$ cat config.mk
export PLATFORM = sky130hd
export DESIGN_NAME = div_unit_top
export DESIGN_NICKNAME = d
export VERILOG_FILES = /design/src/verilog/div_pkg.sv /design/src/verilog/div_operand_prep.sv /design/src/verilog/div_iter_core.sv /design/src/verilog/div_result_fmt.sv /design/src/verilog/div_credit_ctrl.sv /design/src/verilog/div_unit_top.sv
export SDC_FILE = /design/constraint.sdc
export NUM_CORES = 1
export LEC_CHECK = 0
export ABC_AREA = 0
export BUFFER_PORTS_ARGS = -buffer_cell sky130_fd_sc_hd__buf_2
export CORE_MARGIN = 4
export CORE_UTILIZATION = 46
export CTS_BUF_LIST = sky130_fd_sc_hd__clkbuf_4
export DETAILED_ROUTE_END_ITERATION = 10
export GPL_TIMING_DRIVEN = 0
export PLACE_DENSITY = 0.73
export SLEW_MARGIN = 20
export SYNTH_ARGS = -nofsm -noshare
export SYNTH_HDL_FRONTEND = slang
export SYNTH_SLANG_ARGS = --single-unit
$ cat constraint.sdc
create_clock -name clk -period 8.6 [get_ports clk]
set_input_delay 0.43 -clock clk [delete_from_list [all_inputs] [get_ports clk]]
set_output_delay 0.43 -clock clk [all_outputs]
set_load 0.05 [all_outputs]
$ cat src/verilog/div_pkg.sv
/* shared types and operation codes for the RV64M iterative divider
   operand/result word, one-hot op code, iteration count, core states, credit count */
package div_pkg;

  // ==================================================
  // data widths
  // ==================================================
  typedef logic [63:0] xlen_t;        // operand, result and remainder word
  typedef logic [7:0]  div_op_t;      // one-hot operation code
  typedef logic [6:0]  iter_cnt_t;    // 0 .. 64 iterations
  typedef logic [3:0]  credit_cnt_t;  // result credits, up to 15

  // ==================================================
  // core states
  // ==================================================
  typedef enum logic [1:0] {
    DIV_IDLE,  // waiting for a request
    DIV_RUN,   // one quotient bit per cycle
    DIV_DONE   // result held until taken
  } div_state_t;

  // ==================================================
  // operation codes
  // ==================================================
  localparam div_op_t OP_DIV   = 8'b1000_0000;  // signed 64
  localparam div_op_t OP_DIVU  = 8'b0100_0000;  // unsigned 64
  localparam div_op_t OP_DIVUW = 8'b0010_0000;  // unsigned 32
  localparam div_op_t OP_DIVW  = 8'b0001_0000;  // signed 32
  localparam div_op_t OP_REM   = 8'b0000_1000;  // signed 64
  localparam div_op_t OP_REMU  = 8'b0000_0100;  // unsigned 64
  localparam div_op_t OP_REMUW = 8'b0000_0010;  // unsigned 32
  localparam div_op_t OP_REMW  = 8'b0000_0001;  // signed 32

endpackage

$ cat src/verilog/div_operand_prep.sv
`timescale 1ns/1ns
/* operand stage: word sign extension, absolute values, sign flags,
   divide-by-zero and overflow detection with the RISC-V exception value */
module div_operand_prep import div_pkg::*; (
  input  div_op_t   op_i,
  input  xlen_t     dividend_i,
  input  xlen_t     divisor_i,
  output xlen_t     opa_o,
  output xlen_t     opb_o,
  output iter_cnt_t iters_o,
  output logic      q_neg_o,
  output logic      r_neg_o,
  output logic      exc_o,
  output xlen_t     exc_val_o
);

  logic  is_word;
  logic  is_signed;
  logic  is_rem;
  xlen_t a_word;    // low word sign-extended
  xlen_t b_word;
  xlen_t a_ext;
  xlen_t b_ext;
  logic  a_neg;
  logic  b_neg;
  xlen_t a_abs;
  xlen_t b_abs;
  xlen_t min_neg;
  logic  div_zero;
  logic  div_ovf;

  // ==================================================
  // operation family decode
  // ==================================================
  assign is_word   = |(op_i & (OP_DIVUW | OP_DIVW | OP_REMUW | OP_REMW));
  assign is_signed = |(op_i & (OP_DIV | OP_DIVW | OP_REM | OP_REMW));
  assign is_rem    = |(op_i & (OP_REM | OP_REMU | OP_REMUW | OP_REMW));

  assign a_word = {{32{dividend_i[31]}}, dividend_i[31:0]};
  assign b_word = {{32{divisor_i[31]}}, divisor_i[31:0]};

  assign a_ext = is_word ? (is_signed ? a_word : {32'b0, dividend_i[31:0]}) : dividend_i;
  assign b_ext = is_word ? (is_signed ? b_word : {32'b0, divisor_i[31:0]}) : divisor_i;

  // ==================================================
  // magnitudes and signs
  // ==================================================
  assign a_neg = is_signed & a_ext[63];
  assign b_neg = is_signed & b_ext[63];
  assign a_abs = a_neg ? (~a_ext + 64'd1) : a_ext;
  assign b_abs = b_neg ? (~b_ext + 64'd1) : b_ext;

  assign opa_o   = is_word ? {a_abs[31:0], 32'b0} : a_abs;  // word dividend sits high
  assign opb_o   = b_abs;
  assign iters_o = is_word ? iter_cnt_t'(32) : iter_cnt_t'(64);
  assign q_neg_o = a_neg ^ b_neg;
  assign r_neg_o = a_neg;  // remainder follows dividend

  // ==================================================
  // exceptions
  // ==================================================
  assign div_zero = is_word ? (divisor_i[31:0] == 32'b0) : (divisor_i == 64'b0);
  assign min_neg  = is_word ? 64'hFFFF_FFFF_8000_0000 : 64'h8000_0000_0000_0000;
  assign div_ovf  = is_signed & (a_ext == min_neg) & (&b_ext);
  assign exc_o    = div_zero | div_ovf;

  always_comb begin
    if (div_zero) begin
      exc_val_o = is_rem ? (is_word ? a_word : dividend_i) : '1;  // q = all ones
    end else begin
      exc_val_o = is_rem ? '0 : (is_word ? a_word : dividend_i);  // overflow
    end
  end

endmodule

$ cat src/verilog/div_iter_core.sv
`timescale 1ns/1ns
/* restoring division core: state machine and 128-bit remainder/quotient
   shift register, one quotient bit per cycle */
module div_iter_core import div_pkg::*; (
  input  logic      clk,
  input  logic      rst_n,
  input  logic      start_i,
  input  div_op_t   op_i,
  input  xlen_t     opa_i,
  input  xlen_t     opb_i,
  input  iter_cnt_t iters_i,
  input  logic      q_neg_i,
  input  logic      r_neg_i,
  input  logic      exc_i,
  input  xlen_t     exc_val_i,
  input  logic      take_i,
  output logic      done_o,
  output div_op_t   op_o,
  output xlen_t     quot_o,
  output xlen_t     rem_o,
  output logic      q_neg_o,
  output logic      r_neg_o,
  output logic      exc_o
);

  div_state_t   state;
  iter_cnt_t    cnt;
  logic [127:0] rq;      // {remainder, quotient}
  xlen_t        dvsr;
  logic [65:0]  diff;    // shifted remainder minus divisor
  logic         accept;
  div_op_t      op_q;
  logic         q_neg_q;
  logic         r_neg_q;
  logic         exc_q;

  assign accept = start_i && (state == DIV_IDLE);
  assign diff   = {1'b0, rq[127:63]} - {2'b00, dvsr};  // 65-bit partial remainder

  // ==================================================
  // control
  // ==================================================
  always_ff @(posedge clk) begin
    if (rst_n) begin
      state <= DIV_IDLE;
      cnt   <= '0;
    end else begin
      case (state)
        DIV_IDLE: begin
          if (accept) begin
            cnt   <= iters_i;
            state <= exc_i ? DIV_DONE : DIV_RUN;  // exceptions skip the loop
          end
        end
        DIV_RUN: begin
          cnt <= cnt - iter_cnt_t'(1);
          if (cnt == iter_cnt_t'(1)) begin
            state <= DIV_DONE;
          end
        end
        DIV_DONE: begin
          if (take_i) begin
            state <= DIV_IDLE;
          end
        end
        default: state <= DIV_IDLE;
      endcase
    end
  end

  // ==================================================
  // datapath
  // ==================================================
  always_ff @(posedge clk) begin
    if (accept) begin
      rq      <= exc_i ? {64'b0, exc_val_i} : {64'b0, opa_i};
      dvsr    <= opb_i;
      op_q    <= op_i;
      q_neg_q <= q_neg_i;
      r_neg_q <= r_neg_i;
      exc_q   <= exc_i;
    end else if (state == DIV_RUN) begin
      if (diff[65]) begin
        rq <= {rq[126:0], 1'b0};               // restore
      end else begin
        rq <= {diff[63:0], rq[62:0], 1'b1};    // keep difference
      end
    end
  end

  assign done_o  = (state == DIV_DONE);
  assign op_o    = op_q;
  assign quot_o  = rq[63:0];
  assign rem_o   = rq[127:64];
  assign q_neg_o = q_neg_q;
  assign r_neg_o = r_neg_q;
  assign exc_o   = exc_q;

  // requester may only send while the core is idle
  a_start_idle: assert property (@(posedge clk) disable iff (rst_n)
    start_i |-> state == DIV_IDLE);
  a_op_onehot: assert property (@(posedge clk) disable iff (rst_n)
    start_i |-> $onehot(op_i));

endmodule

$ cat src/verilog/div_result_fmt.sv
`timescale 1ns/1ns
/* result formatter: sign correction, quotient or remainder select,
   word sign extension */
module div_result_fmt import div_pkg::*; (
  input  div_op_t op_i,
  input  xlen_t   quot_i,
  input  xlen_t   rem_i,
  input  logic    q_neg_i,
  input  logic    r_neg_i,
  input  logic    exc_i,
  output xlen_t   data_o
);

  logic  is_word;
  logic  is_rem;
  xlen_t q_fix;
  xlen_t r_fix;
  xlen_t sel;

  assign is_word = |(op_i & (OP_DIVUW | OP_DIVW | OP_REMUW | OP_REMW));
  assign is_rem  = |(op_i & (OP_REM | OP_REMU | OP_REMUW | OP_REMW));

  // ==================================================
  // sign restore
  // ==================================================
  assign q_fix = q_neg_i ? (~quot_i + 64'd1) : quot_i;
  assign r_fix = r_neg_i ? (~rem_i + 64'd1) : rem_i;

  assign sel = is_rem ? r_fix : q_fix;

  always_comb begin
    if (exc_i) begin
      data_o = quot_i;  // exception value already final
    end else if (is_word) begin
      data_o = {{32{sel[31]}}, sel[31:0]};
    end else begin
      data_o = sel;
    end
  end

endmodule

$ cat src/verilog/div_credit_ctrl.sv
`timescale 1ns/1ns
/* result credit counter, result valid gating and request credit return */
module div_credit_ctrl import div_pkg::*; #(
  parameter int RES_CREDITS = 2
) (
  input  logic  clk,
  input  logic  rst_n,
  input  logic  done_i,
  input  logic  res_credit_i,
  input  xlen_t data_i,
  output logic  take_o,
  output logic  res_valid_o,
  output xlen_t res_data_o,
  output logic  req_credit_o
);

  credit_cnt_t credit_cnt;  // granted minus used
  logic        fire;

  // same-cycle grant may be spent at once
  assign fire = done_i && ((credit_cnt != '0) || res_credit_i);

  always_ff @(posedge clk) begin
    if (rst_n) begin
      credit_cnt <= '0;
    end else begin
      credit_cnt <= credit_cnt + credit_cnt_t'(res_credit_i) - credit_cnt_t'(fire);
    end
  end

  assign take_o       = fire;
  assign res_valid_o  = fire;
  assign req_credit_o = fire;  // one request credit per result
  assign res_data_o   = fire ? data_i : '0;

  a_cnt_limit: assert property (@(posedge clk) disable iff (rst_n)
    credit_cnt <= RES_CREDITS);
  // a result waiting without credit stays in the core
  a_no_spend_at_zero: assert property (@(posedge clk) disable iff (rst_n)
    done_i && (credit_cnt == '0) && !res_credit_i |=> done_i);

endmodule

$ cat src/verilog/div_unit_top.sv
`timescale 1ns/1ns
/* divider top: operand prep, iterative core, result formatter, credit control */
module div_unit_top import div_pkg::*; #(
  parameter int RES_CREDITS = 2
) (
  input  logic    clk,
  input  logic    rst_n,
  input  logic    req_valid_i,
  input  div_op_t req_op_i,
  input  xlen_t   dividend_i,
  input  xlen_t   divisor_i,
  input  logic    res_credit_i,
  output logic    res_valid_o,
  output xlen_t   res_data_o,
  output logic    req_credit_o
);

  // ==================================================
  // prep to core
  // ==================================================
  xlen_t     opa;
  xlen_t     opb;
  iter_cnt_t iters;
  logic      prep_q_neg;
  logic      prep_r_neg;
  logic      prep_exc;
  xlen_t     exc_val;

  // ==================================================
  // core to formatter and credit control
  // ==================================================
  logic      done;
  logic      take;
  div_op_t   core_op;
  xlen_t     quot;
  xlen_t     rem;
  logic      core_q_neg;
  logic      core_r_neg;
  logic      core_exc;
  xlen_t     fmt_data;

  div_operand_prep div_operand_prep_inst (
    .op_i       (req_op_i),
    .dividend_i (dividend_i),
    .divisor_i  (divisor_i),
    .opa_o      (opa),
    .opb_o      (opb),
    .iters_o    (iters),
    .q_neg_o    (prep_q_neg),
    .r_neg_o    (prep_r_neg),
    .exc_o      (prep_exc),
    .exc_val_o  (exc_val)
  );

  div_iter_core div_iter_core_inst (
    .clk       (clk),
    .rst_n     (rst_n),
    .start_i   (req_valid_i),
    .op_i      (req_op_i),
    .opa_i     (opa),
    .opb_i     (opb),
    .iters_i   (iters),
    .q_neg_i   (prep_q_neg),
    .r_neg_i   (prep_r_neg),
    .exc_i     (prep_exc),
    .exc_val_i (exc_val),
    .take_i    (take),
    .done_o    (done),
    .op_o      (core_op),
    .quot_o    (quot),
    .rem_o     (rem),
    .q_neg_o   (core_q_neg),
    .r_neg_o   (core_r_neg),
    .exc_o     (core_exc)
  );

  div_result_fmt div_result_fmt_inst (
    .op_i    (core_op),
    .quot_i  (quot),
    .rem_i   (rem),
    .q_neg_i (core_q_neg),
    .r_neg_i (core_r_neg),
    .exc_i   (core_exc),
    .data_o  (fmt_data)
  );

  div_credit_ctrl #(
    .RES_CREDITS (RES_CREDITS)
  ) div_credit_ctrl_inst (
    .clk          (clk),
    .rst_n        (rst_n),
    .done_i       (done),
    .res_credit_i (res_credit_i),
    .data_i       (fmt_data),
    .take_o       (take),
    .res_valid_o  (res_valid_o),
    .res_data_o   (res_data_o),
    .req_credit_o (req_credit_o)
  );

endmodule

==> results of run 1 <==
## final cells by class
type	count	area [um2]
Fill cell	4512	21100
Multi-Input combinational cell	2308	14100
Sequential cell	214	6300
Timing Repair Buffer	252	1560
Tap cell	600	751
Clock buffer	91	683
Buffer	161	627
Inverter	120	455
Clock inverter	15	68.8
Antenna cell	2	5.00
## Yosys cell counts, types with 7 or more instances
cell	n	share of area
nand3_1	69	0.016
a211oi_1	25	0.0088
a32o_1	14	0.0065
o21ai_0	241	0.056
xor2_1	108	0.044
nand3b_1	7	0.0025
ha_1	76	0.044
a31oi_1	37	0.011
o211ai_1	12	0.0042
o21bai_1	14	0.0049
dfxtp_1	13	0.012
o221ai_1	7	0.0029
nor2_1	271	0.047
nor2b_1	11	0.0032
xnor2_1	139	0.057
a21oi_1	331	0.077
a21boi_0	7	0.0025
o41ai_1	30	0.012
a221o_1	9	0.0042
and2_1	13	0.0038
edfxtp_1	201	0.28
o31ai_1	53	0.019
and3_1	12	0.0035
a21o_1	53	0.019
nand2b_1	9	0.0026
inv_1	119	0.021
nand4_1	44	0.013
a221oi_1	8	0.0033
buf_1	10	0.0018
o21a_1	11	0.0039
or3_1	37	0.011
nand2_1	338	0.059
or2_2	18	0.0053
clkbuf_1	143	0.025
o22ai_1	8	0.0023
nor3_1	76	0.018
nor4_1	47	0.014
or4_1	35	0.012
o31a_1	7	0.0029
## sequential cells by signal, summed over array words and instances, names as in the netlist, 2 cells and up
| name | count |
|---|---|
| div_iter_core_inst.state | 2 |
| div_iter_core_inst.rq | 128 |
| div_iter_core_inst.cnt | 7 |
| div_credit_ctrl_inst.credit_cnt | 4 |
| div_iter_core_inst.op_o | 6 |
| div_iter_core_inst.dvsr | 64 |
## routing by layer
layer	part of all wire	global-route usage	routed length, um	vias up
met5	0.00020	0	20	-
met4	0.039	0.126	3910	2
met3	0.12	0.103	11700	272
met2	0.43	0.577	43000	1653
met1	0.41	0.518	40800	11900
li1	-	-	-	11100
## through the flow
| stage | power (uW) | std cells | setup slack, ns | hold slack (ns) |
|---|---|---|---|---|
| after floorplan | 4240 | 2803 | 4.06 | 0.477 |
| after global placement | 5280 | 3601 | 2.53 | 0.498 |
| after detailed placement | 5330 | 3604 | 3.28 | 0.519 |
| after CTS | 6320 | 3761 | 2.62 | 0.00354 |
| after global routing | 6840 | 3763 | 2.16 | 0.0444 |
| final | 6420 | 3763 | 2.45 | 0.0517 |
## worst max path at each step
stage | startpoint | end
2_1_floorplan | div_iter_core_inst.rq[78]$_SDFFCE_PP0P_ | res_data_o[53]
3_3_place_gp | req_valid_i | div_iter_core_inst.dvsr[47]$_DFFE_PP_
3_5_place_dp | req_op_i[1] | div_iter_core_inst.rq[25]$_DFFE_PP_
4_1_cts | div_iter_core_inst.rq[8]$_DFFE_PP_ | res_data_o[43]
5_1_grt | div_iter_core_inst.rq[8]$_DFFE_PP_ | res_data_o[43]
6_report | div_iter_core_inst.rq[8]$_DFFE_PP_ | res_data_o[43]
## power by group
group / switching (uW) / internal (uW)
combinational: 2190 / 1290
sequential: 456 / 1520
clock: 475 / 480
total: 3120 / 3300
## cells by family after synthesis
logic type	Yosys count
buffers and inverters	281
xor gates and xnor gates	247
DFF	214
and+or+nand+nor	1030
muxes	6
AOI/OAI and AO/OA	945
adders and majority gates	80
## tightest hold or removal path: cells and delay by family
family / cells / cell delay (ns)
xor gates and xnor gates: 1 / 0.12
buffers and inverters: 1 / 0.14
AOI/OAI and AO/OA: 1 / 0.09
## repair_timing
item / CTS / global route
hold buffers: 51 / 0
hold endpoints to repair: 52 / 0
resized for setup: 0 / 0
==> impl_metrics.env, run 1 <==
export IMPL_outcome="complete, no violations"
export IMPL_antenna_found_initial=4
export IMPL_crit_slowest_cell="nor4_1"
export IMPL_ys_flop_type="edfxtp_1"
export IMPL_area_growth_pct=14.5
export IMPL_synth_mux_area_frac=0.00286
export IMPL_synth_compound_area_frac=0.275
export IMPL_fin_area_um2=24500
export IMPL_maxSlewViolCount=0
export IMPL_drt_total_wl_um=99400
export IMPL_finalCritPeriodShare=0.715
export IMPL_criticalPathCategory="reg2out"
export IMPL_cpPeakStageDelay_ns=0.78
export IMPL_die_area_um2=50100
export IMPL_initialDrtViolationCount=3482
export IMPL_hold_violations=0
export IMPL_first_pass_iters=7
export IMPL_finalSetupViolations=0
export IMPL_min_path_type="in2reg"
export IMPL_end_kind="primary output"
export IMPL_power_density_nw_per_um2=262
export IMPL_skew_ns=0.104
export IMPL_syn_area_um2=21400
export IMPL_dpl_cell_area_um2=23300
export IMPL_holdPathEnd="div_iter_core_inst.dvsr[44]$_DFFE_PP_"
export IMPL_chipWidth_um=224
export IMPL_max_freq_mhz=163
export IMPL_r2r_start="div_iter_core_inst.rq[63]$_DFFE_PP_"
export IMPL_port_buffer_count=198
export IMPL_cts_sinks=214
export IMPL_start_util=0.469
export IMPL_grt_max_degree=66
export IMPL_leakage_uw=0.00940
export IMPL_nets=3334
export IMPL_clockBufferDepth=3
export IMPL_grt_usage=0.377
export IMPL_crit_cells=12
export IMPL_synth_edf_count=201
export IMPL_finalSetupTns_ns=0
export IMPL_worstPathArrival_ns=5.72
export IMPL_grt_setup_unrepaired="false"
export IMPL_cts_setup_buffers=0
export IMPL_cts_buffers=59
export IMPL_synthAdderAreaFrac=0.0472
export IMPL_grt_pass1_wl_um=145000
export IMPL_tritoncts="yes"
export IMPL_root_buffer="clkbuf_4"
export IMPL_drive_gt1_frac=0.115
export IMPL_wl_per_cell_um=26.4
export IMPL_die_h_um=224
export IMPL_syn_inst=2803
export IMPL_htreeDepth=2
export IMPL_peakVddDrop_uv=209
export IMPL_synth_xor_area_frac=0.101
export IMPL_tightest_slew_ns=1.07
export IMPL_path_cells="nor4_1, nand4_1, o41ai_1, xor2_1, nor2_1, a21oi_1, a21oi_1, clkbuf_1, o21ai_0, o21ai_0, o2bb2ai_1, buf_2"
export IMPL_hold_depth=3
export IMPL_layout_commonest_cell="nand2_1"
export IMPL_grt_pass1_vias=22900
export IMPL_finalWeightedCongestion=1.03
export IMPL_routed_via_density=6.61
export IMPL_detailed_place_hpwl_um=78700
export IMPL_relSlewSlack=0.280
export IMPL_path_buf_inv=2
export IMPL_num_io_pins=206
export IMPL_cp_max_fo=10
export IMPL_crit_family="compound AO/OA/AOI/OAI gates"
export IMPL_core_area_um2=45700
export IMPL_min_period_ns=6.15
export IMPL_vias=24900
export IMPL_min_from="divisor_i[44]"
export IMPL_worstRegToRegCells=14
export IMPL_synth_fp_nets=3021
export IMPL_syn_area_per_cell_um2=7.64
export IMPL_synth_top_family_by_area="compound AO/OA/AOI/OAI gates"
export IMPL_clk_pin_slew_ns=0.06
export IMPL_fin_util=0.537
export IMPL_crit_required_ns=8.17
export IMPL_synth_seq_cells=214
export IMPL_antenna_left=0
export IMPL_synth_simple_area_share=0.230
export IMPL_cp_start_kind="flip-flop"
export IMPL_ys_types=92
export IMPL_num_rows=78
export IMPL_ys_warn_count=0
export IMPL_cap_violations=0
export IMPL_reg2reg_setup_slack_ns=3.65
export IMPL_layout_common_cells="338 x nand2_1, 331 x a21oi_1, 271 x nor2_1"
export IMPL_synth_async_reset_ratio=0
export IMPL_drc=0
export IMPL_ys_seq_area_frac=0.294
export IMPL_gr_total_overflow=0
export IMPL_clock_latency_ns=0.86
export IMPL_timing_rr_end="div_iter_core_inst.rq[124]$_SDFFCE_PP0P_"
(Power assumes the default switching activity.)
==> run 2, diff against run 1 <==
--- a/config.mk
+++ b/config.mk
@@ -12,7 +12,7 @@
 export CTS_BUF_LIST = sky130_fd_sc_hd__clkbuf_4
 export DETAILED_ROUTE_END_ITERATION = 10
 export GPL_TIMING_DRIVEN = 0
-export PLACE_DENSITY = 0.73
+export PLACE_DENSITY = 0.75
 export SLEW_MARGIN = 20
 export SYNTH_ARGS = -nofsm -noshare
 export SYNTH_HDL_FRONTEND = slang
==> constraint.sdc (replaced) <==
create_clock -name clk -period 5.25 [get_ports clk]
set_input_delay 0.2625 -clock clk [delete_from_list [all_inputs] [get_ports clk]]
set_output_delay 0.2625 -clock clk [all_outputs]
set_load 0.05 [all_outputs]
==> run 2 against run 1 <==
Clock power grew 65%. Clock skew shrank 0.062 ns. Final area grew 3.3%. Register-to-register slack lost 3.4 ns. Worst hold slack lost 0.020 ns. First-iteration DRC count grew 6.0%. Largest cell class unchanged. Sequential share of layout area shrank 0.82 points. Wire length grew 2.7%. Die area is the same.
==> impl_metrics.env, run 2 (synthesis gave the netlist of run 1 again) <==
export IMPL_skew_ns=0.0420
export IMPL_cp_max_fo=10
export IMPL_grt_usage=0.390
export IMPL_finalSetupViolations=0
export IMPL_peakVddDrop_uv=325
export IMPL_min_path_type="in2reg"
export IMPL_cp_start_kind="flip-flop"
export IMPL_crit_required_ns=4.99
export IMPL_wl_per_cell_um=26.5
export IMPL_worstRegToRegCells=14
export IMPL_stdcell_count=3849
export IMPL_layout_commonest_cell="nand2_1"
export IMPL_min_from="dividend_i[25]"
export IMPL_start_util=0.469
export IMPL_cpPeakStageDelay_ns=0.60
export IMPL_whs_ns=0.0318
export IMPL_place_inst=3605
export IMPL_htreeDepth=2
export IMPL_first_pass_iters=6
export IMPL_hold_violations=0
export IMPL_antenna_left=0
export IMPL_chipWidth_um=224
export IMPL_cts_sinks=214
export IMPL_tightest_slew_ns=1.07
export IMPL_gr_total_overflow=0
export IMPL_timing_rr_end="div_iter_core_inst.rq[124]$_SDFFCE_PP0P_"
export IMPL_grt_pass1_wl_um=150000
export IMPL_end_kind="primary output"
export IMPL_largest_register="div_iter_core_inst.rq"
export IMPL_drt_total_wl_um=102000
export IMPL_vias=25400
export IMPL_critPathLaunch="div_iter_core_inst.rq[80]$_SDFFCE_PP0P_"
export IMPL_drc=0
export IMPL_fin_util=0.555
export IMPL_dpl_cell_area_um2=23300
export IMPL_num_io_pins=206
export IMPL_antenna_found_initial=2
export IMPL_crit_slowest_cell="or4_4"
export IMPL_die_area_um2=50100
export IMPL_worstPathArrival_ns=4.91
export IMPL_relSlewSlack=0.284
export IMPL_power_density_nw_per_um2=420
export IMPL_leakage_uw=0.00974
export IMPL_cap_violations=0
export IMPL_maxSlewViolCount=0
export IMPL_fillCellCount=4397
export IMPL_min_period_ns=5.17
export IMPL_finalWeightedCongestion=1.03
export IMPL_r2r_start="div_iter_core_inst.rq[63]$_DFFE_PP_"
export IMPL_p_total_uw=10600
export IMPL_endpoint="res_data_o[35]"
export IMPL_reg_top3="div_iter_core_inst.rq (128), div_iter_core_inst.dvsr (64), div_iter_core_inst.cnt (7)"
export IMPL_root_buffer="clkbuf_4"
export IMPL_die_h_um=224
export IMPL_clk_pin_slew_ns=0.06
export IMPL_num_rows=78
export IMPL_layout_common_cells="338 x nand2_1, 329 x a21oi_1, 270 x nor2_1"
export IMPL_path_cells="or4_4, or4_4, nor4_4, a31oi_1, xor2_1, a21oi_1, a21oi_4, clkbuf_2, inv_1, o21ai_0, buf_2"
export IMPL_port_buffer_count=198
export IMPL_fin_area_um2=25300
export IMPL_nets=3411
export IMPL_tritoncts="yes"
export IMPL_clock_latency_ns=0.85
export IMPL_initialDrtViolationCount=3691
export IMPL_routed_via_density=6.60
export IMPL_detailed_place_hpwl_um=79700
export IMPL_grt_pass1_vias=23600
export IMPL_max_freq_mhz=193
export IMPL_grt_max_degree=106
export IMPL_reg2reg_setup_slack_ns=0.26
export IMPL_crit_top_cell="or4_4"
export IMPL_criticalPathCategory="reg2out"
export IMPL_core_area_um2=45700
export IMPL_cts_buffers=61
export IMPL_outcome="complete, no violations"
export IMPL_area_growth_pct=18.3
export IMPL_drive_gt1_frac=0.117
export IMPL_clockBufferDepth=3
export IMPL_finalCritPeriodShare=0.985
export IMPL_largest_reg_flops=128
## run 2: per-layer routing
metal	vias up	routed length [um]	track usage
met1	12000	40700	0.524
li1	11200	-	-
met2	1779	43900	0.598
met3	323	12400	0.104
met4	0	5000	0.159
met5	-	0	0
## run 2: layout make-up
| cell class | count | area [um2] | area share |
|---|---|---|---|
| plain buffers | 161 | 629 | 0.0248 |
| clock buffers | 87 | 653 | 0.0258 |
| clock inverters | 27 | 119 | 0.00469 |
| repair buffers | 327 | 2290 | 0.0905 |
| flip-flops and latches | 214 | 6300 | 0.248 |
| diodes | 5 | 12.5 | 0.000494 |
| well taps | 600 | 751 | 0.0296 |
| inverters | 120 | 458 | 0.0181 |
| multi-input cells | 2308 | 14100 | 0.558 |
## run 2: what timing repair did
item,CTS,global route
setup endpoints to repair,30,23
resized for setup,9,9
hold buffers,118,0
buffers inserted,0,7
hold endpoints to repair,106,0
pin swaps,1,2
## run 2: how the worst min path moves through the flow
| stage | depth (start not counted) | slack, ns | to |
|---|---|---|---|
| after floorplan | 1 | 0.33 | div_credit_ctrl_inst.credit_cnt[0]$_SDFF_PP0_ |
| after CTS | 3 | 0.007 | div_iter_core_inst.rq[3]$_DFFE_PP_ |
| after global routing | 3 | 0.03 | div_iter_core_inst.rq[25]$_DFFE_PP_ |
| after global placement | 1 | 0.48 | div_iter_core_inst.op_o[2]$_DFFE_PP_ |
| after detailed placement | 1 | 0.49 | div_iter_core_inst.op_o[2]$_DFFE_PP_ |
| final | 3 | 0.03 | div_iter_core_inst.rq[25]$_DFFE_PP_ |
## run 2: through the flow
step	worst slack (ns)	TNS [ns]
2_1_floorplan	0.873	0
4_1_cts	0.0479	0
3_5_place_dp	0.139	0
6_report	0.0803	0
3_3_place_gp	-0.949	-59.26
5_1_grt	-0.0735	-0.349
## run 2: critical path, delay by kind of cell, from the launching register on
family | cells | cell delay [ns]
AO/OA/AOI/OAI | 4 | 1.10
flip-flops | 1 | 0.50
XOR/XNOR | 1 | 0.20
buffers and inverters | 3 | 0.79
AND/OR/NAND/NOR | 3 | 1.48
## run 2: where the power goes
part / switching, uW / leakage [uW] / internal (uW)
registers: 737 / 0.00213 / 2500
logic: 3650 / 0.00715 / 2180
clock network: 812 / 0.000461 / 768
